`src/design/core_pkg.sv`:
```
package core_pkg;

	////////////////////////////////////////
	// widths
	////////////////////////////////////////

	localparam int INST_ADDR_WIDTH = 7;
	localparam int INST_MEM_DEPTH = 1 << INST_ADDR_WIDTH;
	localparam int DATA_WIDTH = 32;
	localparam int OPERAND_WIDTH = 15;

	// issue edge to bus, in cycles
	localparam int ADD_LATENCY = 1;
	localparam int MUL_LATENCY = 3;

	////////////////////////////////////////
	// types
	////////////////////////////////////////

	typedef enum logic {
		LOAD,
		EXEC
	} mode_t;

	typedef enum logic {
		UNIT_ADD_SUB,
		UNIT_MUL
	} unit_t;

	// one instruction word, msb first
	typedef struct packed {
		unit_t unit;
		logic sub;
		logic [OPERAND_WIDTH-1:0] op_a;
		logic [OPERAND_WIDTH-1:0] op_b;
	} inst_t;

endpackage

```
`src/design/mul_unit.sv`:
```
`timescale 1ns/1ps

module mul_unit (
	input  logic clk,
	input  logic rst_n,
	input  logic mul_start,
	input  logic [core_pkg::DATA_WIDTH-1:0] op_a,
	input  logic [core_pkg::DATA_WIDTH-1:0] op_b,
	input  logic [core_pkg::INST_ADDR_WIDTH-1:0] issue_tag,
	output logic [core_pkg::DATA_WIDTH-1:0] mul_result,
	output logic [core_pkg::INST_ADDR_WIDTH-1:0] mul_tag
);
	logic [core_pkg::DATA_WIDTH-1:0] a_q;
	logic [core_pkg::DATA_WIDTH-1:0] b_q;
	logic [core_pkg::DATA_WIDTH-1:0] prod_q;
	logic [core_pkg::INST_ADDR_WIDTH-1:0] tag_s1;
	logic [core_pkg::INST_ADDR_WIDTH-1:0] tag_s2;

	////////////////////////////////////////
	// three stages, one issue per cycle
	////////////////////////////////////////

	always_ff @(posedge clk) begin
		if (mul_start) begin
			a_q <= op_a;
			b_q <= op_b;
		end
		// low word of the product only
		prod_q <= a_q * b_q;
		mul_result <= prod_q;
	end

	// tags ride along with the data
	always_ff @(posedge clk or negedge rst_n) begin
		if (!rst_n) begin
			tag_s1 <= '0;
			tag_s2 <= '0;
			mul_tag <= '0;
		end else begin
			if (mul_start)
				tag_s1 <= issue_tag;
			tag_s2 <= tag_s1;
			mul_tag <= tag_s2;
		end
	end

endmodule

```
`config.mk`:
```
export PLATFORM = sky130hd
export DESIGN_NAME = mul_unit
export DESIGN_NICKNAME = d
export VERILOG_FILES = /design/src/design/core_pkg.sv /design/src/design/mul_unit.sv
export SDC_FILE = /design/constraint.sdc
export NUM_CORES = 1
export LEC_CHECK = 0
export BUFFER_PORTS_ARGS = -buffer_cell sky130_fd_sc_hd__buf_4
export CAP_MARGIN = 20
export CORE_MARGIN = 2
export CORE_UTILIZATION = 50
export CTS_CLUSTER_SIZE = 20
export DETAILED_ROUTE_END_ITERATION = 7
export GPL_ROUTABILITY_DRIVEN = 0
export GPL_TIMING_DRIVEN = 0
export MAX_ROUTING_LAYER = met4
export PLACE_DENSITY = 0.68
export SLEW_MARGIN = 20
export SYNTH_ARGS = -nofsm -noshare
export SYNTH_HDL_FRONTEND = slang
export SYNTH_SLANG_ARGS = --single-unit
export TNS_END_PERCENT = 1
```
`constraint.sdc`:
```
create_clock -name clk -period 9.3 [get_ports clk]
set_input_delay 1.86 -clock clk [delete_from_list [all_inputs] [get_ports clk]]
set_output_delay 1.86 -clock clk [all_outputs]
set_load 0.05 [all_outputs]
```
### After elaboration in Yosys (flattened, before gate mapping)

Index checks and enable logic that the tools add are counted.

| storage, ports and cells | value |
|---|---|
| flip-flop bits (word level) | 149 |
| bits of input ports | 74 |
| word-level logic and storage cells | 8 |

| operators by class | value |
|---|---|
| multipliers | 1 |

Operator list:

| cell | count |
|---|---|
| $mul A32 B32 Y32 | 1 |

### Logic depth before layout (Yosys ltp)

| logic depth | value |
|---|---|
| word-level depth | 1 |
| depth in mapped cells | 26 |
| depth with buffers taken out | 24 |

### Worst setup path before layout

No wires, ideal clock.

| timing | value |
|---|---|
| path type | register to register |
| start | reg b_q[2] (netlist bit) |
| end | reg prod_q[29] (netlist bit) |
| arrival time | 6.502 ns |
| setup slack | 2.678 ns |
| cell stages (with the launch flop) | 25 |
| path through | edfxtp_1 -> clkbuf_1 -> clkbuf_1 -> and2_1 -> fa_1 -> inv_1 -> fa_1 -> fa_1 -> fa_1 -> inv_1 -> fa_1 -> inv_1 -> fa_1 -> inv_1 -> fa_1 -> fa_1 -> ha_1 -> o21ai_0 -> o2111ai_2 -> nor2_1 -> a211o_2 -> o211ai_2 -> a31o_1 -> a21oi_1 -> xnor2_1 |

| on the way | value |
|---|---|
| longest elaborated chain between the ends | 1 |

RTL lines:

| what | RTL line | source |
|---|---|---|
| start, declared | mul_unit.sv:14 | `logic [core_pkg::DATA_WIDTH-1:0] b_q;` |
| start signal, assigned | mul_unit.sv:26 | `b_q <= op_b;` |
| $mul A32 B32 Y32 | mul_unit.sv:29 | `prod_q <= a_q * b_q;` |
| end signal, assigned | mul_unit.sv:29 |  |
| end, declared | mul_unit.sv:15 | `logic [core_pkg::DATA_WIDTH-1:0] prod_q;` |

Every way passes these cells.
A chain may end at the register's enable or synchronous reset.

### Final worst setup path

| timing | value |
|---|---|
| start | reg a_q[2] (netlist bit) |
| end | reg prod_q[29] (netlist bit) |

| on the way | value |
|---|---|
| longest elaborated chain between the ends | 1 |

RTL lines:

| what | RTL line | source |
|---|---|---|
| start, declared | mul_unit.sv:13 | `logic [core_pkg::DATA_WIDTH-1:0] a_q;` |
| start signal, assigned | mul_unit.sv:25 | `a_q <= op_a;` |
| $mul A32 B32 Y32 | mul_unit.sv:29 |  |

Every way passes these cells.

==> out/results.ini <==
[clocking]
path_clk_slew_ps=70
numCtsBuffers=17
cts_max_level=4
cts_tree=yes
post-cts-setup-buffers=0
ctsHoldBuffers=0
cts_sinks=149
cts-resized-gates=0
cts-root-buf=clkbuf_16
worstSkewPairLatency_ps=490
cts_max_path_buffers=2

[floorplanning]
initial_utilization=0.508
ioPinCount=113
row_count=72
die-area_mm2=0.0408
die_h_um=202
die_w_um=202
core_area_mm2=0.0386

[logic_synthesis]
synth_area_leader_cell=fa_1
synth_cell_types=50
synthTopCellsByArea=fa_1, and2_1, edfxtp_1, ha_1, inv_1
postSynthAreaPerCell_um2=10.5
yosysWarnings=0
ys_seq_area_frac=0.190
syn_area_mm2=0.0196
synth_edf_count=64
synth_flop_cell=edfxtp_1
syn_nets=2476
synthesis.instances=1871
synth-seq-cells=149
synthArstFlopShare=0.141
synth_top_area_share=0.416

[cells_and_area]
fin_nets=2607
drive_above_1_share=0.0809
area_growth_syn_to_layout_pct=10.7
diodes=0

[drt]
first_pass_iters=7
wl_per_cell_um=20.9
drc=0
routed_wl_mm=52.8
vias=13300
drtIter0Drc=953
detail-route-antenna-nets=0
via_per_inst=5.23

[timing]
max_freq_mhz=124
clock_skew_ps=27.9
finalHoldViolations=0
rsz0062_at_grt=no
maxSlewHeadroom=0.241
fin_crit_sh=0.866
tightest_slew_ps=1140
fin_crit_ps=8060
setup_viol=0
drv_slew=0
setup_tns_ps=0

[critical_path]
cp_max_fo=10
worstPathArrival_ps=8460
worstSetupPathType=flip-flop to flip-flop
r2r_end=prod_q[29]
reg2reg_setup_slack_ps=1240
worst_r2r_path_depth=22
cp.required_ps=9700
crit_path_end_kind=flip-flop
crit_chain=clkbuf_1, clkbuf_1, and2_1, fa_1, fa_1, ha_1, fa_1, inv_1, fa_1, inv_1, fa_1, fa_1, fa_1, ha_1, clkbuf_1, a21o_1, a21oi_1, nor3b_1, o211ai_2, a31o_1, a21oi_1, xnor2_1
cp_slowest_cell=clkbuf_1
max_stage_delay_ps=860
r2r_start=a_q[2]
crit_top_cell=fa_1
critical_path.startpoint=a_q[2]
crit_path_start_kind=flip-flop

[grt]
grt_first_pass_wirelength_mm=82.4
grt_max_degree=66
grtUsageTotal=0.283
grt_overflow=0
antenna_found_initial=0
grt_pass1_vias=14200

[flow_run]
drv_cap=0

[hold_path]
hold_end=mul_result[11]
holdPathStages=0
hp-class=flip-flop to flip-flop
holdCritStartpoint=prod_q[11]

[place]
dp_hpwl_mm=42.5
portBuffers=112

[run_status]
status=finished, final reports clean

[sequential cells by signal, summed over array words and instances (netlist names)]
name / flops
b_q: 32
tag_s2: 7
mul_result: 32
a_q: 32
mul_tag: 7
prod_q: 32
tag_s1: 7
[placed cells by master (no fill, tap or decap), types with 4 or more instances in the layout]
cell type,count
a21o_1,9
a21oi_1,17
a31oi_1,4
and2_1,369
buf_4,112
clkbuf_1,82
clkbuf_16,17
dfrtp_1,21
dfxtp_1,64
edfxtp_1,64
fa_1,408
ha_1,123
inv_1,364
inv_6,4
inv_8,4
mux2_2,7
nand2_1,173
nand3_1,6
nand4_1,4
nor2_1,14
o21a_1,4
o21ai_0,13
xnor2_1,67
xor2_1,17
[cells in the mapped netlist, types with 3 or more instances]
master      n
a211oi_1    3
a21o_1      9
a21oi_1    17
a31oi_1     4
and2_1    369
clkbuf_1   82
dfrtp_1    21
dfxtp_1    64
edfxtp_1   64
fa_1      408
ha_1      123
inv_1     364
mux2_2      7
nand2_1   173
nand3_1     6
nand4_1     4
nor2_1     14
o211ai_1    3
o21a_1      4
o21ai_0    13
o21ai_1     3
o21bai_1    3
xnor2_1    67
xor2_1     17
[stage by stage]
| stage | instance area [um2] | hold slack (ps) | setup slack (ps) | util | cells |
|---|---|---|---|---|---|
| 6_report | 21700 | 316 | 1240 | 0.562 | 2533 |
| 4_1_cts | 21700 | 323 | 1280 | 0.562 | 2533 |
| 3_3_place_gp | 21100 | 310 | 1510 | 0.546 | 2501 |
| 2_1_floorplan | 19600 | 310 | 2680 | - | 1871 |
| 5_1_grt | 21700 | 319 | 1100 | 0.562 | 2533 |
| 3_5_place_dp | 21100 | 312 | 1310 | 0.546 | 2501 |
[cell families after synthesis]
| family | count (synthesis) | synth area share |
|---|---|---|
| simple gates | 573 | 0.159 |
| buf+inv | 448 | 0.0858 |
| mux | 7 | 0.00402 |
| compound gates | 79 | 0.0291 |
| flops | 149 | 0.190 |
| fa+ha+maj | 531 | 0.495 |
| xor+xnor | 84 | 0.0375 |
[area by class of cell]
class	count	area [um2]
Clock buffer	18	439
Inverter	364	1370
Tap cell	518	648
Multi-Input combinational cell	1274	14200
Buffer	84	318
Fill cell	3387	16900
Sequential cell	149	3730
Timing Repair Buffer	112	841
Clock inverter	14	169
[how the worst max path moves through the flow]
stage | end | cells after the start
CTS | prod_q[29] | 22
global placement | prod_q[29] | 22
finish | prod_q[29] | 22
floorplan | prod_q[29] | 24
detailed placement | prod_q[29] | 22
global route | prod_q[29] | 22
[critical path, delay by kind of cell (launching register included)]
kind,cells,cell delay [ps]
compound gates,5,1050
flops,1,370
buf+inv,5,1970
fa+ha+maj,9,3780
simple gates,2,660
xor+xnor,1,130
[metal layers]
layer / global-route usage / vias to the layer above / part of all wire
li1: - / 5800 / -
met1: 0.360 / 6787 / 0.40
met2: 0.427 / 547 / 0.45
met3: 0.0647 / 120 / 0.091
met4: 0.146 / 0 / 0.052
met5: - / - / 0
Power is left out: the tool's default activity adds up to more than one toggle a clock period on the data nets, which glitch-free logic cannot reach.
