--- config.mk ---
export PLATFORM = sky130hd
export DESIGN_NAME = add_sub_unit
export DESIGN_NICKNAME = d
export VERILOG_FILES = /design/src/design/core_pkg.sv /design/src/design/add_sub_unit.sv
export SDC_FILE = /design/constraint.sdc
export NUM_CORES = 1
export LEC_CHECK = 0
export ABC_CLOCK_PERIOD_IN_PS = 830
export BUFFER_PORTS_ARGS = -buffer_cell sky130_fd_sc_hd__buf_2
export CAP_MARGIN = 20
export CORE_MARGIN = 10
export CORE_UTILIZATION = 45
export DETAILED_ROUTE_END_ITERATION = 7
export GPL_TIMING_DRIVEN = 0
export PLACE_DENSITY = 0.74
export SKIP_LAST_GASP = 1
export SLEW_MARGIN = 40
export SYNTH_ARGS = -nofsm -noshare
export SYNTH_HDL_FRONTEND = slang
export SYNTH_SLANG_ARGS = --single-unit
--- constraint.sdc ---
create_clock -name clk -period 0.83 [get_ports clk]
set_input_delay 0 -clock clk [delete_from_list [all_inputs] [get_ports clk]]
set_output_delay 0 -clock clk [all_outputs]
set_load 0.02 [all_outputs]
--- src/design/core_pkg.sv ---
package core_pkg;

	////////////////////////////////////////
	// widths
	////////////////////////////////////////

	localparam int INST_ADDR_WIDTH = 7;
	localparam int INST_MEM_DEPTH = 1 << INST_ADDR_WIDTH;
	localparam int DATA_WIDTH = 32;
	localparam int OPERAND_WIDTH = 15;

	// issue edge to bus, in cycles
	localparam int ADD_LATENCY = 1;
	localparam int MUL_LATENCY = 3;

	////////////////////////////////////////
	// types
	////////////////////////////////////////

	typedef enum logic {
		LOAD,
		EXEC
	} mode_t;

	typedef enum logic {
		UNIT_ADD_SUB,
		UNIT_MUL
	} unit_t;

	// one instruction word, msb first
	typedef struct packed {
		unit_t unit;
		logic sub;
		logic [OPERAND_WIDTH-1:0] op_a;
		logic [OPERAND_WIDTH-1:0] op_b;
	} inst_t;

endpackage

--- src/design/add_sub_unit.sv ---
`timescale 1ns/1ps

module add_sub_unit (
	input  logic clk,
	input  logic rst_n,
	input  logic add_start,
	input  logic sub,
	input  logic [core_pkg::DATA_WIDTH-1:0] op_a,
	input  logic [core_pkg::DATA_WIDTH-1:0] op_b,
	input  logic [core_pkg::INST_ADDR_WIDTH-1:0] issue_tag,
	output logic [core_pkg::DATA_WIDTH-1:0] add_result,
	output logic [core_pkg::INST_ADDR_WIDTH-1:0] add_tag
);
	logic [core_pkg::DATA_WIDTH-1:0] sum;

	// wraps modulo 2^32
	always_comb begin
		if (sub)
			sum = op_a - op_b;
		else
			sum = op_a + op_b;
	end

	always_ff @(posedge clk or negedge rst_n) begin
		if (!rst_n) begin
			add_result <= '0;
			add_tag <= '0;
		end else if (add_start) begin
			add_result <= sum;
			add_tag <= issue_tag;
		end
	end

endmodule

==> Yosys cells after proc, flatten, opt, wreduce, memory -nomap -nowiden <==
Index checks and enable logic that the tools add are counted.
{ "classes": {"n_shift": 0, "mux": 1, "reduce_logical": 0, "div": 0, "add_sub_neg": 2, "n_mul": 0, "bitwise_logic": 0, "n_lt_le_gt_ge": 0, "eq_ne": 0} }
{ "ops": {"columns": ["operator", "n"], "rows": [
  ["$add A32 B32 Y32", 1],
  ["$mux W32", 1],
  ["$sub A32 B32 Y32", 1]
]} }
{ "totals": {"register_bits": 39, "mem_count": 0, "latchBits": 0, "mem_bits_ro": 0, "input_bits": 75, "out_inout_bits": 39, "ramBits": 0, "elab_cells": 5} }

==> Longest topological paths before layout <==
{ "logic_depth": {"ltp_word": 2, "mapped_depth": 17, "mapped_depth_nobuf": 17} }

==> Worst setup path before layout <==
No wires, ideal clock.
{ "synth_timing": {"path_kind": "input port to flip-flop", "from": "in op_b[6] (netlist bit)", "to": "reg add_result[24] (netlist bit)", "path_stages": 13, "setup_time_ns": 0.125, "required_time_ns": 0.705, "arrival_time_ns": 3.032, "n_path_buf": 0, "setup_slack_ns": -2.327, "path_cell_list": "or4_1 -> and2b_1 -> a21oi_1 -> xnor2_1 -> ha_1 -> a21o_1 -> a21oi_1 -> or4b_1 -> o211ai_2 -> a31oi_2 -> a21o_1 -> xor2_1 -> mux2_4"} }
{ "synth_between": {"elab_chain_cells": 2, "word_cells_on_any_way": 3, "cone_classes": "2 x add/sub; 1 x mux"} }
{ "synth_rtl": {"columns": ["element", "line", "text"], "rows": [
  ["start: declaration", "add_sub_unit.sv:9", "input logic [core_pkg::DATA_WIDTH-1:0] op_b,"],
  ["$add A32 B32 Y32 or $sub A32 B32 Y32 (tied branches)", "add_sub_unit.sv:21, add_sub_unit.sv:19", null],
  ["$mux W32 (*)", "add_sub_unit.sv:18", "if (sub)"],
  ["end signal: assignment", "add_sub_unit.sv:29", "add_result <= sum;"],
  ["end: declaration", "add_sub_unit.sv:11", "output logic [core_pkg::DATA_WIDTH-1:0] add_result,"]
]} }
Every way passes the cells marked *; elsewhere a longest branch is shown, timed or not.
A chain may end at the register's enable or synchronous reset.

==> Worst setup path in the final report <==
{ "layout_timing": {"from": "in op_b[8] (netlist bit)", "to": "reg add_result[30] (netlist bit)"} }
The elaborated chain is that of the path after synthesis.

==> impl_metrics.json <==
{
  "drv_slew": 0,
  "drc_errors": 1,
  "reg2regPathDepth": 2,
  "grt_pass1_wl_um": 20900,
  "final_antenna_net_count": 0,
  "end_kind": "flip-flop",
  "setup_viol": 56,
  "synth_top_cell_by_area": "dfrtp_1",
  "clock_power_share": 0.167,
  "clock_skew_ns": 0,
  "ys_ff_latch": 39,
  "antenna_found_initial": 0,
  "power_leakage_nw": 2.80,
  "reg2reg_to": "add_result[28]",
  "synth_edf_count": 0,
  "power_mw": 11.9,
  "status": "finished with violations",
  "finalCritPeriodShare": 3.92,
  "min_period_ns": 3.25,
  "tritoncts": "yes",
  "clock_path_buffers": 2,
  "yosys_warnings": 0,
  "postRouteWirelength_um": 14700,
  "initial_utilization": 0.463,
  "path_clk_slew_ns": 0.09,
  "finalWeightedCongestion": 0.907,
  "r2r_slack_ns": -0.13,
  "synthFlopType": "dfrtp_1",
  "drt_pass1_iterations": 8,
  "tns_ns": -54.34,
  "die_w_um": 112,
  "async_flop_share": 1.00,
  "via_count": 4285,
  "p_comb_frac": 0.591,
  "wire_per_inst_um": 20.1,
  "fmax_mhz": 307,
  "p_seq_frac": 0.242,
  "grt_pass1_vias": 4334,
  "final_layout_size_suffix_gt1_frac": 0.538,
  "slowest_delay_ns": 0.56,
  "arrival_ns": 3.48,
  "post-route-util": 0.751,
  "syn_nets": 549,
  "max_slew_margin": 0.495,
  "portBuffers": 112,
  "powerDensity_nw_per_um2": 1920,
  "syn2layout_area_growth_pct": 62.0,
  "path_buf_inv": 3,
  "ios": 114,
  "min_path_type": "input port to flip-flop",
  "synth.distinct_cells": 58,
  "rsz0062_at_grt": "yes",
  "fin_nets": 733,
  "synth_top_area_share": 0.255,
  "drt-initial-drc-count": 265,
  "die_area_um2": 12600,
  "coreArea_um2": 8260,
  "via_per_inst": 5.86,
  "grt_max_degree": 40,
  "worstPathRequired_ns": 1.05,
  "clk_latency_ns": 0.30,
  "instances_no_fill": 731,
  "yosys-top-cells-area": "dfrtp_1, ha_1, xnor2_1",
  "fp.dieH_um": 112,
  "place_ws_ns": -2.70,
  "failed_checks": "DRC, setup timing",
  "n_fill_cell": 546,
  "numPlacedInstances": 658,
  "syn_avg_cell_area_um2": 8.68,
  "crit_slowest_cell": "or4_4",
  "hold_viol_final": 0,
  "netlist_area_um2": 3830,
  "cts-htree-levels": 2,
  "max-cap-violations": 0,
  "diodes": 0,
  "criticalPathCategory": "input port to flip-flop",
  "dp.final_hpwl_um": 9620,
  "cts.sink_count": 39,
  "rows": 33,
  "hp-start": "op_a[0]",
  "whs_path_depth": 4,
  "synth_cells": 441,
  "ir_worst_vdd_mv": 1.45,
  "crit_chain": "buf_8, or4_4, nor4_4, buf_4, nand2_4, nor4_4, nor2_1, xnor2_1, ha_2, buf_4, nand4_1, or4_1, o21a_1, a211o_1, o221ai_2",
  "critPathLaunchType": "input port",
  "root_buffer": "clkbuf_8",
  "power.switching_mw": 4.60,
  "switching_share": 0.386,
  "grtUsageTotal": 0.196,
  "p_int_mw": 7.32,
  "worst_slack_ns": -2.42,
  "reg2reg_from": "add_result[28]",
  "whs_endpoint": "add_result[0]",
  "tightestPinTransition_ns": 0.758,
  "seq_area_frac_synth": 0.255,
  "numCtsBuffers": 5,
  "grt_overflow": 0,
  "cp_max_fo": 5,
  "cpLargestDelayFamily": "simple AND/OR/NAND/NOR gates"
}
## flip-flops by register name, indices dropped and copies added (netlist names)
| register | flops |
|---|---|
| add_tag | 7 |
| add_result | 32 |
## repair_timing
action	CTS	global route
gates resized for setup	139	87
setup endpoints to repair	71	70
cloned	0	0
hold buffers	8	0
endpoints found under the hold margin	46	0
pin swaps	40	65
buffers inserted	37	25
## worst register-to-register path, delay by kind of cell, from the launching register on
kind / cells / cell delay (ns)
AO/OA/AOI/OAI: 2 / 0.44
flip-flops: 1 / 0.42
## cells in the final DEF (no fill, tap or decap), types with 16 or more instances in the layout
| cell type | instances |
|---|---|
| ha_1 | 18 |
| xnor2_1 | 33 |
| buf_2 | 64 |
| buf_4 | 49 |
| nor2_1 | 24 |
| buf_6 | 59 |
| a21oi_2 | 21 |
| nand2_1 | 24 |
| mux2_2 | 16 |
| dfrtp_1 | 39 |
| a21oi_1 | 24 |
## cells in the mapped netlist, types with 3 or more instances
| master | count |
|---|---|
| a21o_1 | 14 |
| a21oi_1 | 47 |
| a31oi_1 | 7 |
| and3_1 | 5 |
| buf_1 | 4 |
| clkbuf_1 | 10 |
| dfrtp_1 | 39 |
| ha_1 | 32 |
| inv_1 | 16 |
| mux2_2 | 29 |
| nand2_1 | 31 |
| nand2b_1 | 3 |
| nand3_1 | 6 |
| nand4_1 | 10 |
| nor2_1 | 38 |
| nor2b_1 | 3 |
| nor3_1 | 11 |
| nor3_2 | 3 |
| o211ai_1 | 3 |
| o21a_1 | 5 |
| o21ai_0 | 7 |
| o21ai_1 | 11 |
| o21bai_1 | 4 |
| or3_1 | 3 |
| or4_1 | 4 |
| xnor2_1 | 45 |
| xor2_1 | 10 |
## cells by family (layout without fill, tap and decap cells)
kind of cell | Yosys count | after routing | share of synthesized area
buffers and inverters | 32 | 217 | 0.0343
adder cells (fa/ha/maj) | 33 | 33 | 0.110
AND/OR/NAND/NOR | 127 | 127 | 0.167
flip-flops | 39 | 39 | 0.255
AO/OA/AOI/OAI | 123 | 123 | 0.213
multiplexers | 32 | 32 | 0.0945
XOR/XNOR | 55 | 55 | 0.126
## cell type report
type                            instances  area (um2)  area share
Timing Repair Buffer                  180        1450       0.234
Sequential cell                        39         976       0.157
Buffer                                 13        93.8      0.0151
Clock buffer                            6        72.6      0.0117
Clock inverter                          2        60.1     0.00969
Multi-Input combinational cell        370        3330       0.538
Inverter                               16        80.1      0.0129
Tap cell                              105         131      0.0212
## power groups by stage
| stage | Clock (mW) | Combinational [mW] | Sequential (mW) |
|---|---|---|---|
| 2_1_floorplan | 0 | 2.68 | 3.47 |
| 3_3_place_gp | 0 | 4.81 | 2.73 |
| 3_5_place_dp | 0 | 4.89 | 2.77 |
| 4_1_cts | 1.99 | 6.17 | 2.87 |
| 5_1_grt | 2.07 | 7.46 | 2.97 |
| 6_report | 2.00 | 7.04 | 2.88 |
## metrics by stage
stage	hold WS, ns	instance area, um2
after floorplan	-0.296	3980
after global placement	0.171	4670
after detailed placement	0.0169	4670
after CTS	0.100	5650
after global routing	0.118	6200
final	0.0803	6200
## layer usage
layer | part of all wire | vias up | global-route usage
li1 | - | 1979 | -
met1 | 0.37 | 2012 | 0.229
met2 | 0.49 | 230 | 0.339
met3 | 0.081 | 64 | 0.0458
met4 | 0.051 | 0 | 0.0770
met5 | 0 | - | 0
## how the worst max path moves through the flow
stage | from | endpoint | slack, ns | cells after the start
global placement | op_b[6] | add_result[24] | -2.70 | 15
detailed placement | op_b[6] | add_result[24] | -2.70 | 15
finish | op_b[8] | add_result[30] | -2.42 | 15
CTS | op_b[5] | add_result[24] | -2.30 | 15
global route | op_b[8] | add_result[27] | -2.54 | 17
floorplan | op_b[6] | add_result[24] | -2.29 | 14
Note: power is estimated with default switching activity, not from simulation.
