## src/design/core_pkg.sv

```systemverilog
package core_pkg;

	////////////////////////////////////////
	// widths
	////////////////////////////////////////

	localparam int INST_ADDR_WIDTH = 7;
	localparam int INST_MEM_DEPTH = 1 << INST_ADDR_WIDTH;
	localparam int DATA_WIDTH = 32;
	localparam int OPERAND_WIDTH = 15;

	// issue edge to bus, in cycles
	localparam int ADD_LATENCY = 1;
	localparam int MUL_LATENCY = 3;

	////////////////////////////////////////
	// types
	////////////////////////////////////////

	typedef enum logic {
		LOAD,
		EXEC
	} mode_t;

	typedef enum logic {
		UNIT_ADD_SUB,
		UNIT_MUL
	} unit_t;

	// one instruction word, msb first
	typedef struct packed {
		unit_t unit;
		logic sub;
		logic [OPERAND_WIDTH-1:0] op_a;
		logic [OPERAND_WIDTH-1:0] op_b;
	} inst_t;

endpackage

```

## src/design/inst_fetch.sv

```systemverilog
`timescale 1ns/1ps

module inst_fetch (
	input  logic clk,
	input  logic rst_n,
	input  core_pkg::mode_t mode,
	input  logic mode_change,
	input  logic exec,
	input  logic stall,
	input  logic load_valid,
	input  logic [$bits(core_pkg::inst_t)-1:0] load_data,
	output core_pkg::inst_t inst,
	output logic [core_pkg::INST_ADDR_WIDTH-1:0] inst_addr,
	output logic inst_valid,
	output logic [core_pkg::INST_ADDR_WIDTH-1:0] pc
);
	core_pkg::inst_t mem [core_pkg::INST_MEM_DEPTH];
	logic [core_pkg::INST_ADDR_WIDTH-1:0] len;
	logic [core_pkg::INST_ADDR_WIDTH-1:0] base;
	logic [core_pkg::INST_ADDR_WIDTH-1:0] pc_next;
	logic load_we;

	// pc restarts from 0 in the first cycle of either mode
	assign base = mode_change ? '0 : pc;
	assign load_we = (mode == core_pkg::LOAD) && load_valid;
	assign inst_valid = exec && (pc < len);

	always_comb begin
		if (load_we || (inst_valid && !stall))
			pc_next = base + 1'b1;
		else
			pc_next = base;
	end

	always_ff @(posedge clk or negedge rst_n) begin
		if (!rst_n) begin
			pc <= '0;
			len <= '0;
		end else begin
			pc <= pc_next;
			// number of words loaded so far
			if (mode_change && mode == core_pkg::EXEC)
				len <= pc;
		end
	end

	////////////////////////////////////////
	// memory
	////////////////////////////////////////

	always_ff @(posedge clk) begin
		if (load_we)
			mem[base] <= core_pkg::inst_t'(load_data);
		if (!stall)
			inst <= mem[pc_next];
	end

	// register holds the word at pc
	assign inst_addr = pc;

	a_pc_in_range: assert property (@(posedge clk) disable iff (!rst_n)
		exec |-> pc <= len);

endmodule

```

## config.mk

```make
export PLATFORM = sky130hd
export DESIGN_NAME = inst_fetch
export DESIGN_NICKNAME = d
export VERILOG_FILES = /design/src/design/core_pkg.sv /design/src/design/inst_fetch.sv
export SDC_FILE = /design/constraint.sdc
export NUM_CORES = 2
export LEC_CHECK = 0
export BUFFER_PORTS_ARGS = -buffer_cell sky130_fd_sc_hd__buf_2
export CAP_MARGIN = 20
export CORE_MARGIN = 5
export CORE_UTILIZATION = 25
export DETAILED_ROUTE_END_ITERATION = 7
export GPL_TIMING_DRIVEN = 0
export PLACE_DENSITY = 0.49
export SETUP_SLACK_MARGIN = 0.15
export SKIP_LAST_GASP = 1
export SLEW_MARGIN = 20
export SYNTH_ARGS = -nofsm -noshare
export SYNTH_HDL_FRONTEND = slang
export SYNTH_SLANG_ARGS = --single-unit
```

## constraint.sdc

```tcl
create_clock -name clk -period 10.4 [get_ports clk]
set_clock_uncertainty 0.1 [all_clocks]
set_input_delay 1.04 -clock clk [delete_from_list [all_inputs] [get_ports clk]]
set_output_delay 1.04 -clock clk [all_outputs]
set_load 0.1 [all_outputs]
```

After elaboration in Yosys (flattened, before gate mapping)
Memory sizes are Yosys's and may differ from the RTL's. A register that Yosys moved wholly into a read port is not among the register bits. Cells that the tools add are included.

Magnitude comparators: 1. Add/sub/neg operators: 1. Bitwise operators: 1. Reduce and logical (&&, ||, !) cells: 7. Mux-type cells: 4.

Operator list (number): $mux 7 (2); $add 7x1->7 const B (1); $lt 7x7->1 (1); $logic_and 1x1->1 (4); $logic_not 1->1 (2); $mux 1 (2); $logic_or 1x1->1 (1); $not 1->1 (1).

Memories kept: 1. Output and inout bits: 47. Register bits after elaboration: 14. Bits in writable memories: 4096.

Memories: mem (words 128, bits a word 32, rd ports 1, clocked after Yosys merged registers in 1, wr ports 1, RTL line inst_fetch.sv:17) `core_pkg::inst_t mem [core_pkg::INST_MEM_DEPTH];`.

Logic depth before layout (Yosys ltp)
Depth in word-level cells: 5. Depth in mapped cells: 22.

Worst setup path before layout
OpenSTA, ideal clock, no wires.

Kind: reg-to-output. Start point: register pc, in the netlist inst_addr[2]. End point: output port inst_valid. Required time: 9.260 ns. Cell stages (with the launch flop): 6. Data arrival time: 6.518 ns. Path slack: 2.742 ns. Buffers on the path: 0. Cells stage by stage: dfrtp_1 ha_1 a21o_1 a31oi_1 nor2_1 a2111oi_0.

Longest elaborated chain between the ends: 2.

RTL lines: start, declared (RTL line inst_fetch.sv:15) `output logic [core_pkg::INST_ADDR_WIDTH-1:0] pc`; start signal, assigned (RTL line inst_fetch.sv:40) `pc <= pc_next;`; $lt 7x7->1 (RTL line inst_fetch.sv:26) `assign inst_valid = exec && (pc < len);`; $logic_and 1x1->1 (RTL line inst_fetch.sv:26); end, declared (RTL line inst_fetch.sv:14) `output logic inst_valid,`.

Every way passes these cells.

Worst setup path in the final report
Start point: register pc, in the netlist inst_addr[0]. End point: register inst[15] (netlist name).

Longest elaborated chain between the ends: 5.

RTL lines: $lt 7x7->1 (RTL line inst_fetch.sv:26); $logic_and 1x1->1 (RTL line inst_fetch.sv:26); $logic_and 1x1->1 (RTL line inst_fetch.sv:29) `if (load_we || (inst_valid && !stall))`; $logic_or 1x1->1 (RTL line inst_fetch.sv:29); $mux 7 (*) (RTL line inst_fetch.sv:29).

Mark *: on every way between the ends. The rest lies on a longest branch, timed or not. A chain may end at the register's enable or synchronous reset.

==> out/metrics.csv <==
metric,value,unit
status,"finished, violations left",
violations,negative setup slack,
end_kind,register,
antenna_found_initial,113,
clock_sinks,4142,
die_area,746000,sq um
cp.required,11.06,ns
die_h,864,um
cts_tree,built,
grt_overflow,0,
synth_cells,12700,
die_w,864,um
dp.final_hpwl,579,mm
power_density,205,nW/um^2
nets,13600,
ys_seq_area_share,68.2,%
grt_pass1_wl,1060,mm
synth_area,182000,sq um
viasPerCell,5.54,
finalMaxSlewViolations,0,
max-cap-violations,0,
yosys_register_bits,4142,
share_seq_of_total_power,41.5,%
fillCellCount,72400,
rows,313,
layout.cells.non_filler,23600,
grt_max_degree,85,
avgSynthCellArea,14.3,sq um
post-route-min-period,10.66,ns
async_flop_share,0.338,%
core-area,727000,sq um
crit_arrival,11.31,ns
cts_max_level,5,
drt_pass1_iterations,8,
grt_pass1_vias,123000,
p_sw,14.4,mW
synth_cell_types,69,
internal_power,30.2,mW
pwr-share-comb,22.3,%
final_common_cell,edfxtp_1,
clock_path_buffers,4,
synth_ff_type,edfxtp_1,
final_cell_mix,"edfxtp_1 (4128), a21oi_1 (1022), clkbuf_1 (786)",
routed_wl,800,mm
clockPowerShare,36.2,%
drive_gt1_share,16.3,%
start_util,25.1,%
p_sw_share,32.3,%
grt_setup_unrepaired,false,
dr_total_vias,131000,
gp_congestion,0.991,
vdd_drop_max,0.000181,V
relSlewSlack,10.9,%
worst_slack,-0.255,ns
path_class,reg2reg,
yosysWarnings,0,
area_delta_synth_final,19.5,%
cp-start-kind,register,
pin_count,86,
finalHoldViolCount,0,
cellLeakagePower,65.6,nW
drt_iter0_markers,19300,
finalSetupViolCount,14,
synth_edf_count,4128,
max_freq,93.9,MHz
worst_pin_slew,1.34,ns
root_buffer,clkbuf_16,
wire_per_inst,33.9,um
drc,0,
io_buffer_count,85,
fin_tns_setup,-1.71,ns
min_path_type,in2reg,
placed_cells,22700,
fin_crit_sh,102,%
cp_max_fo,11,
grt_usage,20.4,%
numCtsBuffers,451,
ant_nets,0,
clkTransAtPathRegs,0.06,ns
clock_latency,1.07,ns
synth_nets,12800,
==> power groups by stage <==
stage | Sequential (mW) | Clock [mW] | Combinational [mW]
2_1_floorplan | 19.0 | 0 | 4.39
3_3_place_gp | 18.9 | 0 | 9.11
3_5_place_dp | 18.8 | 0 | 9.56
4_1_cts | 18.5 | 16.3 | 9.65
5_1_grt | 18.5 | 17.0 | 10.1
6_report | 18.5 | 16.1 | 9.93
==> path summary, 6_finish.rpt <==
| check | start | endpoint | slack [ns] | cells past startpoint |
|---|---|---|---|---|
| max in group asynchronous | rst_n | len[1] | 9.17 | 2 |
| hold reg to reg | len[4] | len[4] | 0.38 | 2 |
| setup reg to reg | inst_addr[0] | inst[15] | -0.26 | 21 |
| hold / removal | load_data[17] | mem[66][17] | 0.18 | 1 |
| min in group asynchronous | rst_n | inst_addr[6] | 0.67 | 2 |
| setup / recovery | inst_addr[0] | inst[15] | -0.26 | 21 |
==> worst max-delay path, stage by stage (launching register included) <==
cell,delay (ns)
dfrtp_1,0.72
buf_4,0.28
nand2b_1,0.06
buf_2,0.33
inv_2,0.19
buf_2,0.42
clkbuf_4,0.51
buf_4,0.50
buf_2,0.40
buf_2,0.55
ha_1,0.25
buf_4,0.28
buf_2,0.58
clkbuf_2,0.56
buf_16,0.24
clkbuf_1,0.82
clkbuf_1,0.86
a211oi_1,0.17
o31a_1,0.38
a21oi_1,0.21
nand4_1,0.80
a2111oi_4,0.96
==> routing by layer <==
metal,global-route usage (%),up-vias,routed length [um]
li1,-,53700,-
met1,26.5,67600,311000
met2,30.5,8008,346000
met3,5.55,1516,87200
met4,11.6,32,55500
met5,0,-,218
==> per-stage QoR <==
step / util (%) / hold WS (ns) / power [mW] / instance area (sq um) / worst slack, ns
6_report: 30.0 / 0.183 / 44.6 / 218000 / -0.255
5_1_grt: 29.9 / 0.158 / 45.5 / 218000 / 0.173
4_1_cts: 29.9 / 0.128 / 44.4 / 217000 / 0.206
3_5_place_dp: 27.9 / 0.371 / 28.4 / 202000 / -2.07
3_3_place_gp: 26.8 / 0.366 / 28.0 / 195000 / -5.81
2_1_floorplan: - / 0.350 / 23.4 / 182000 / 2.74
==> cell usage after synthesis (12+ instances only) <==
cell / instances / area [sq um]
edfxtp_1: 4128 / 124000
a21oi_1: 1026 / 5130
clkbuf_1: 776 / 2910
o22ai_1: 606 / 3790
nand2_1: 567 / 2130
nor2_1: 563 / 2110
nor3_1: 454 / 2270
mux2i_1: 449 / 4490
buf_2: 319 / 1600
mux4_2: 319 / 7180
o21ai_0: 264 / 1320
a211oi_1: 261 / 1960
a21o_1: 228 / 1710
a31oi_1: 195 / 1220
a2111oi_0: 194 / 1700
or3_1: 194 / 1210
nor2b_1: 167 / 1040
o31ai_1: 160 / 1200
and2_1: 134 / 838
nor4_1: 130 / 813
o211ai_1: 129 / 968
o31a_1: 126 / 1100
nand3_1: 110 / 551
or4_1: 98 / 736
o22a_1: 97 / 850
o41a_1: 97 / 1090
a41oi_1: 96 / 841
buf_1: 72 / 270
mux2_2: 68 / 766
a311oi_1: 67 / 587
a2111oi_2: 65 / 976
nand4_1: 65 / 407
a32oi_1: 64 / 561
or2_2: 64 / 400
a221oi_1: 63 / 552
o41ai_1: 63 / 552
nor3b_1: 32 / 240
nor4_2: 32 / 400
a2bb2oi_1: 31 / 272
nor4b_1: 31 / 272
buf_4: 29 / 218
dfrtp_1: 14 / 350
nand2b_1: 12 / 75.1
==> registers in the layout (all words and copies together), names as in the netlist <==
name and count:
mem 4096, inst 32, len 7, inst_addr 7
==> cells by family (layout without fill, tap and decap cells) <==
group | Yosys count | after routing | share of synthesized area, %
DFF | 4142 | 4142 | 68.2
AOI/OAI and AO/OA | 3857 | 3857 | 14.6
and+or+nand+nor | 2658 | 2658 | 7.43
buffers and inverters | 1220 | 2430 | 2.84
muxes | 836 | 836 | 6.83
adders and majority gates | 7 | 7 | 0.0481
xor gates and xnor gates | 5 | 5 | 0.0240
other | 0 | 69 | 0
==> layout make-up <==
class | instances | area, sq um | share of cell area (%)
antenna | 69 | 173 | 0.0793
buffer | 1207 | 5300 | 2.43
clock buffer | 556 | 11800 | 5.42
clock inverter | 266 | 2680 | 1.23
inverter | 12 | 45.0 | 0.0207
multi-input combinational | 7363 | 54900 | 25.2
sequential | 4142 | 124000 | 57.1
tap | 9607 | 12000 | 5.52
timing repair buffer | 389 | 6580 | 3.02
==> repair_timing <==
| item | in CTS | in global routing |
|---|---|---|
| resized for setup | 52 | 3 |
| cloned | 0 | 0 |
| hold buffers | 1 | 0 |
| endpoints found under the hold margin | 14 | 0 |
| setup buffers | 0 | 0 |
| pin swaps | 13 | 2 |
| setup endpoints to repair | 32 | 3 |
Note: power is estimated with default switching activity, not from simulation.
