==> src/design/core_pkg.sv <==
package core_pkg;

	////////////////////////////////////////
	// widths
	////////////////////////////////////////

	localparam int INST_ADDR_WIDTH = 7;
	localparam int INST_MEM_DEPTH = 1 << INST_ADDR_WIDTH;
	localparam int DATA_WIDTH = 32;
	localparam int OPERAND_WIDTH = 15;

	// issue edge to bus, in cycles
	localparam int ADD_LATENCY = 1;
	localparam int MUL_LATENCY = 3;

	////////////////////////////////////////
	// types
	////////////////////////////////////////

	typedef enum logic {
		LOAD,
		EXEC
	} mode_t;

	typedef enum logic {
		UNIT_ADD_SUB,
		UNIT_MUL
	} unit_t;

	// one instruction word, msb first
	typedef struct packed {
		unit_t unit;
		logic sub;
		logic [OPERAND_WIDTH-1:0] op_a;
		logic [OPERAND_WIDTH-1:0] op_b;
	} inst_t;

endpackage

==> src/design/result_bus.sv <==
`timescale 1ns/1ps

module result_bus (
	input  logic clk,
	input  logic rst_n,
	input  logic add_start,
	input  logic mul_start,
	input  logic [core_pkg::DATA_WIDTH-1:0] add_result,
	input  logic [core_pkg::INST_ADDR_WIDTH-1:0] add_tag,
	input  logic [core_pkg::DATA_WIDTH-1:0] mul_result,
	input  logic [core_pkg::INST_ADDR_WIDTH-1:0] mul_tag,
	output logic add_ready,
	output logic cdb_valid,
	output logic [core_pkg::INST_ADDR_WIDTH-1:0] cdb_tag,
	output logic [core_pkg::DATA_WIDTH-1:0] cdb_data
);
	localparam int DEPTH = core_pkg::MUL_LATENCY;
	localparam int ADD_SLOT = core_pkg::ADD_LATENCY - 1;

	// slot 0 goes to the bus on the next edge
	logic [DEPTH-1:0] slot_valid;
	core_pkg::unit_t slot_src [DEPTH];

	// the slot above would shift into the add slot
	assign add_ready = !slot_valid[ADD_SLOT + 1];

	////////////////////////////////////////
	// reservation shift register
	////////////////////////////////////////

	always_ff @(posedge clk or negedge rst_n) begin
		if (!rst_n) begin
			slot_valid <= '0;
		end else begin
			for (int i = 0; i < DEPTH - 1; i++) begin
				if (i == ADD_SLOT)
					slot_valid[i] <= slot_valid[i + 1] || add_start;
				else
					slot_valid[i] <= slot_valid[i + 1];
			end
			slot_valid[DEPTH - 1] <= mul_start;
		end
	end

	// source is recorded by whichever unit fills the slot
	always_ff @(posedge clk) begin
		for (int i = 0; i < DEPTH - 1; i++) begin
			if (i == ADD_SLOT && add_start)
				slot_src[i] <= core_pkg::UNIT_ADD_SUB;
			else
				slot_src[i] <= slot_src[i + 1];
		end
		slot_src[DEPTH - 1] <= mul_start ? core_pkg::UNIT_MUL : core_pkg::UNIT_ADD_SUB;
	end

	////////////////////////////////////////
	// bus output
	////////////////////////////////////////

	always_ff @(posedge clk or negedge rst_n) begin
		if (!rst_n)
			cdb_valid <= 1'b0;
		else
			cdb_valid <= slot_valid[0];
	end

	always_ff @(posedge clk) begin
		if (slot_src[0] == core_pkg::UNIT_MUL) begin
			cdb_tag <= mul_tag;
			cdb_data <= mul_result;
		end else begin
			cdb_tag <= add_tag;
			cdb_data <= add_result;
		end
	end

	a_add_slot_free: assert property (@(posedge clk) disable iff (!rst_n)
		add_start |-> !slot_valid[ADD_SLOT + 1]);

endmodule

==> config.mk <==
export PLATFORM = sky130hd
export DESIGN_NAME = result_bus
export DESIGN_NICKNAME = d
export VERILOG_FILES = /design/src/design/core_pkg.sv /design/src/design/result_bus.sv
export SDC_FILE = /design/constraint.sdc
export NUM_CORES = 1
export LEC_CHECK = 0
export BUFFER_PORTS_ARGS = -buffer_cell sky130_fd_sc_hd__clkbuf_2
export CELL_PAD_IN_SITES_DETAIL_PLACEMENT = 1
export CELL_PAD_IN_SITES_GLOBAL_PLACEMENT = 1
export CORE_MARGIN = 4
export CORE_UTILIZATION = 28
export CTS_BUF_LIST = sky130_fd_sc_hd__clkbuf_16
export DETAILED_ROUTE_END_ITERATION = 16
export PLACE_DENSITY_LB_ADDON = 0.05
export SYNTH_ARGS = -nofsm -noshare
export SYNTH_HDL_FRONTEND = slang
export SYNTH_SLANG_ARGS = --single-unit
export TNS_END_PERCENT = 5
==> constraint.sdc <==
create_clock -name clk -period 2.07 [get_ports clk]
set_clock_uncertainty 0.05 [all_clocks]
set_input_delay 0.207 -clock clk [delete_from_list [all_inputs] [get_ports clk]]
set_output_delay 0.207 -clock clk [all_outputs]
set_load 0.02 [all_outputs]
* Yosys cells after proc, flatten, opt, wreduce, memory -nomap -nowiden
Memory sizes are Yosys's and may differ from the RTL's. Index checks and enable logic that the tools add are counted.
Cells by class: multiplexer cells 7, bitwise logic cells 1, reductions and logical operators 2
Operator list (count):
- 32-bit two-way mux | 1
- 7-bit two-way mux | 1
- 1-bit two-way mux | 5
- 1-bit logical NOT | 1
- 1-bit logical OR | 1
- 1-bit bitwise OR | 1
Word-level totals: memory bits (writable) 3, bits in registers 43, memories 1, input port bits 82
Memories:
- slot_src | depth 3, width 1, rd ports 3, clocked after memory_dff 0, wr ports 3, line result_bus.sv:22 | core_pkg::unit_t slot_src [DEPTH];

* Longest topological paths before layout
Gate-level depths: netlist of run 1.
depth after elaboration 3, gate-level depth with buffers 3, depth with buffers taken out 1

* Least setup slack after synthesis of run 1
No wires, ideal clock.
path type reg2reg, start point mem slot_src[0][0] (netlist bit), end point reg cdb_data[19] (netlist bit), cell stages (with the launch flop) 4, setup slack 972 ps, path buffers 2, library setup time 121 ps, arrival 927 ps, cell sequence dfxtp_1 -> buf_6 -> buf_8 -> mux2_4
RTL lines:
- start, declared | line result_bus.sv:22
- end signal, assigned | line result_bus.sv:70 | cdb_data <= mul_result;
- end signal, assigned | line result_bus.sv:73 | cdb_data <= add_result;
- end, declared | line result_bus.sv:15 | output logic [core_pkg::DATA_WIDTH-1:0] cdb_data

==> results.md, run 1 <==
- Post-synth top area share: 57.0%
- Die area: 6490 um2
- Commonest non-fill, non-tap cells in the layout: clkbuf_2, dfxtp_1, mux2_2
- Clock network power share: 35.9%
- Syn_nets: 174
- Critical path buffers and inverters: 1
- Die W: 80.6 um
- Final wirelength: 3760 um
- Switch share: 22.7%
- Largest delay share family, worst path: flip-flops
- Row cnt: 26
- CTS Sinks: 46
- Number of vias per cell: 4.00
- Cells after Synth: 92
- Pleak: 0.00119 uW
- Post-CTS Hold Fix Bufs: 2
- Slew Limit Fails: 0
- Dpl hpwl: 3200 um
- Ant diodes: 0
- Dominant cell type by area after synthesis: dfxtp_1
- DR iter-0 viols: 8
- Total number of vias: 1163
- Total CTS buffers: 5
- Switching pwr: 457 uW
- Initial DRT Pass Iterations: 2
- First-pass GRT wire length: 5580 um
- Die Y: 80.6 um
- I/O pin count: 123
- Power Density: 870 nW/um2
- Synthesis-to-layout area growth: 56.7%
- Yosys warnings: 0
- Post-layout min period: 1310 ps
- Critical path type: register to register
- Initial antenna violation count: 0
- Comb pwr share: 15.5%
- Post-Syn Area: 1480 um2
- P_int: 1550 uW
- Worst skew pair latency: 270 ps
- Crit. End Element: register
- Cells on Worst Hold Path: 2
- Deepest clock path buffer count: 2
- Area contributors post-synth: dfxtp_1, mux2_2, mux2_4, dfrtp_1, buf_4
- Cell Count Post-Placement: 281
- CP arrival: 1420 ps
- GP Congestion: 0.689
- WL per Instance: 12.9 um
- GR Overflow Total: 0
- GR Util All Layers: 11.4%
- Final setup viols: 0
- Post-synthesis sequential area ratio: 63.8%
- Sequential share of power: 48.6%
- H-tree levels: 2
- Commonest non-fill, non-tap cell in the layout: clkbuf_2
- WP data required: 2180 ps
- TritonCTS clock tree: yes
- Post-CTS Setup Inserts: 0
- Worst-case reg-to-reg path depth: 2
- CP max stage cell: dfxtp_2
- Relative slew slack: 78.3%
- Number of global-route vias before repair: 1214
- Fin crit share: 63.4%
- Nets: 302
- RSZ-0062 raised after global routing: no
- Fmax: 0.762 GHz
- Core area: 5110 um2
- Port bufs: 122
- Final hold violation count: 0
- Outcome: finished clean
- CP Cell Sequence: buf_12, mux2_2
- Largest net degree at the start of global routing: 31
- Yosys cell types: 10
- Worst-Margin Slew: 325 ps
- CP max stage delay: 520 ps
- Avg Cell Area, Syn: 16.0 um2
- Cell depth of the worst setup path: 2
- Clock-pin transition on the worst setup and hold timing paths: 60 ps
- Share of post-route cells with drive strength above 1: 76.9%
- Cell Count, Final, Fillers Out: 291
- Root buf cell: clkbuf_16
- Crit path max fanout: 30
- Final setup TNS: 0 ps
- ANT nets after route: 0
- VDD IR-drop max: 0.000449 V
- DRC: 0
- Total power: 2010 uW
- Resize count post-CTS: 0
- Initial Utilization: 28.9%
- CP Launch Type: register
- Post-synthesis register bit count: 46
- Hold WC Path Type: primary input to register
- Max Cap Violations: 0
[routing by layer]
metal | routed length (um) | track usage [%] | up-vias
met4 | 24 | 3.04 | 0
li1 | - | - | 568
met2 | 2050 | 20.9 | 67
met3 | 469 | 5.49 | 2
met5 | 0 | 0 | -
met1 | 1220 | 11.5 | 526
[power groups by stage]
stage	Sequential (uW)	Combinational, uW	Clock [uW]
2_1_floorplan	1070	92.5	0
3_3_place_gp	994	307	0
3_5_place_dp	997	315	0
4_1_cts	978	319	758
5_1_grt	983	337	791
6_report	976	312	722
[path summary, 6_finish.rpt]
check / start / endpoint / slack [ps]
worst max-delay path: slot_src[0][0]$_SDFF_PP0_ / cdb_data[17]$_DFF_P_ / 760
worst min-delay path: add_start / slot_src[0][0]$_SDFF_PP0_ / 50
worst max register to register: slot_src[0][0]$_SDFF_PP0_ / cdb_data[17]$_DFF_P_ / 760
worst min register to register: slot_src[0][2]$_DFF_P_ / slot_src[0][1]$_DFF_P_ / 280
max in group asynchronous: rst_n / slot_valid[1]$_DFF_PN0_ / 1610
min in group asynchronous: rst_n / cdb_valid$_DFF_PN0_ / 240
[logic make-up (layout without fill, tap and decap cells)]
family | Yosys count | after routing | synth area share [%]
muxes | 39 | 39 | 32.3
buffers and inverters | 5 | 134 | 3.05
DFF | 46 | 46 | 63.8
and+or+nand+nor | 2 | 2 | 0.849
[flip-flops by register name (all words and copies together) (netlist names)]
name / flops
cdb_data: 32
cdb_tag: 7
slot_src: 3
slot_valid: 3
cdb_valid: 1
[per-stage QoR]
stage          hold WS [ps]  util [%]  area, um2  setup WS (ps)
2_1_floorplan          -139         -       1480            972
3_3_place_gp          -35.4      42.2       2150            802
3_5_place_dp          -29.5      42.2       2150            756
4_1_cts                49.3      45.2       2310            746
5_1_grt                69.3      45.2       2310            716
6_report               49.3      45.2       2310            758
[layout make-up]
class                           instances  area (um2)
Clock inverter                          3        12.5
Clock buffer                            5         125
Fill cell                             607        2800
Sequential cell                        46         942
Multi-Input combinational cell         41         489
Inverter                                1        3.75
Tap cell                               70        87.6
Timing Repair Buffer                  125         651
[cell usage after synthesis, drive strengths merged]
cell type  number
dfxtp          42
mux2           39
buf             4
dfrtp           4
inv             1
nor2b           1
or2             1
(Power assumes the default switching activity.)
==> run 2, diff against run 1 <==
- CORE_UTILIZATION: 28 -> 25
- clock period: 2.07 -> 1.2 ns (I/O delays scaled with it)
==> results.md, run 2 (synthesis results as in run 1) <==
- Commonest non-fill, non-tap cells in the layout: clkbuf_2, dfxtp_1, mux2_2 (unchanged)
- WL per Instance: 13.4 um (was 12.9 um)
- Deepest clock path buffer count: 2 (unchanged)
- Initial DRT Pass Iterations: 2 (unchanged)
- Number of vias per cell: 4.01 (was 4.00)
- Fin crit share: 91.1% (was 63.4%)
- Regs by FF count: cdb_data (32), cdb_tag (7) (unchanged)
- WP data required: 1310 ps (was 2180 ps)
- Die area: 7190 um2 (was 6490 um2)
- Total CTS buffers: 5 (unchanged)
- CP Launch Type: register (unchanged)
- Dpl hpwl: 3400 um (was 3200 um)
- TritonCTS clock tree: yes (unchanged)
- DR iter-0 viols: 4 (was 8)
- Power Density: 1570 nW/um2 (was 870 nW/um2)
- Resize count post-CTS: 0 (unchanged)
- Share of post-route cells with drive strength above 1: 76.7% (was 76.9%)
- Max Cap Violations: 0 (unchanged)
- Crit. End Element: register (unchanged)
- Final setup TNS: 0 ps (unchanged)
- Commonest non-fill, non-tap cell in the layout: clkbuf_2 (unchanged)
- Critical path type: register to register (unchanged)
- Worst-Margin Slew: 153 ps (was 325 ps)
- Nets: 304 (was 302)
- First-pass GRT wire length: 6270 um (was 5580 um)
- Crit path max fanout: 22 (was 30)
- Port bufs: 122 (unchanged)
- Die Y: 84.8 um (was 80.6 um)
- Hold WC Path Type: primary input to register (unchanged)
- I/O pin count: 123 (unchanged)
- Pleak: 0.00121 uW (was 0.00119 uW)
- Largest net degree at the start of global routing: 23 (was 31)
- Ant diodes: 0 (unchanged)
- DRC: 0 (unchanged)
- Cell Count, Final, Fillers Out: 295 (was 291)
- GR Util All Layers: 11.1% (was 11.4%)
- Post-layout min period: 1090 ps (was 1310 ps)
- VDD IR-drop max: 0.000622 V (was 0.000449 V)
- Row cnt: 27 (was 26)
- GP Congestion: 0.734 (was 0.689)
- Number of flip-flops in the largest register: 32 (unchanged)
- Initial antenna violation count: 0 (unchanged)
- Root buf cell: clkbuf_16 (unchanged)
- Synthesis-to-layout area growth: 60.6% (was 56.7%)
- Initial Utilization: 26.3% (was 28.9%)
- CP arrival: 1210 ps (was 1420 ps)
- ANT nets after route: 0 (unchanged)
- Worst skew pair latency: 280 ps (was 270 ps)
- Number of global-route vias before repair: 1347 (was 1214)
- Final hold violation count: 0 (unchanged)
- Core area: 5610 um2 (was 5110 um2)
- Total number of vias: 1184 (was 1163)
- Die W: 84.8 um (was 80.6 um)
- Outcome: finished clean (unchanged)
- Cell Count Post-Placement: 284 (was 281)
- Slew Limit Fails: 0 (unchanged)
- GR Overflow Total: 0 (unchanged)
- Relative slew slack: 89.8% (was 78.3%)
- Fmax: 0.915 GHz (was 0.762 GHz)
- Final setup viols: 0 (unchanged)
- Clock-pin transition on the worst setup and hold timing paths: 60 ps (about the same)
- H-tree levels: 2 (unchanged)
- CTS Sinks: 46 (unchanged)
- RSZ-0062 raised after global routing: no (unchanged)
- Total power: 3710 uW (was 2010 uW)
- Final wirelength: 3950 um (was 3760 um)
- Largest register by flop count: cdb_data (unchanged)
[run 2: cell types whose count changed in the layout (fill, tap and decap cells not counted)]
cell / change
bufinv_16: +1
dlygate4sd3_1: +1
buf_12: +1
clkinv_2: -1
[run 2: per-stage QoR]
| step | utilization, % | instance area (um2) | hold slack (ps) | worst slack, ps |
|---|---|---|---|---|
| floorplan | - | 1480 | -226 | 102 |
| global placement | 38.8 | 2180 | -121 | 132 |
| detailed placement | 38.8 | 2180 | -116 | 103 |
| CTS | 42.2 | 2370 | 11.2 | 96.0 |
| global route | 42.2 | 2370 | 8.62 | 60.5 |
| finish | 42.2 | 2370 | 15.4 | 107 |
[run 2: timing repair]
item,4_1_cts,5_1_grt
buffers inserted,0,0
hold endpoints to repair,7,0
hold buffers,3,0
[run 2: worst paths after layout]
kind,startpoint,endpoint,slack [ps],cells after the start
min in group asynchronous,rst_n,slot_valid[1]$_DFF_PN0_,130,2
max in group asynchronous,rst_n,slot_valid[0]$_DFF_PN0_,850,2
hold / removal,mul_tag[1],cdb_tag[1]$_DFF_P_,20,2
setup reg to reg,slot_src[0][0]$_SDFF_PP0_,cdb_data[15]$_DFF_P_,110,2
hold reg to reg,slot_src[0][2]$_DFF_P_,slot_src[0][1]$_DFF_P_,280,0
setup / recovery,slot_src[0][0]$_SDFF_PP0_,cdb_data[15]$_DFF_P_,110,2
[run 2: area by class of cell]
class / instances / area, um2
fill: 636 / 3240
sequential: 46 / 942
multi-input combinational: 41 / 489
timing repair buffer: 127 / 681
tap: 72 / 90.1
clock inverter: 3 / 37.5
inverter: 1 / 3.75
clock buffer: 5 / 125
[run 2: critical path: stages, from the launching register on]
cell and delay, ps:
dfxtp_2 380, buf_12 190, mux2_2 340
[run 2: power by group]
group,switching [uW],internal (uW),leakage (uW),total [uW]
clock network,513,966,0.0000826,1480
registers,32.2,1650,0.000398,1680
logic,266,289,0.000729,554
total,811,2900,0.00121,3710
[run 2: per-layer routing]
| metal | track usage, % | up-vias | wire length [um] |
|---|---|---|---|
| li1 | - | 570 | - |
| met1 | 11.7 | 536 | 1430 |
| met2 | 19.1 | 74 | 1980 |
| met3 | 4.95 | 4 | 483 |
| met4 | 4.46 | 0 | 50 |
| met5 | 0 | - | 0 |
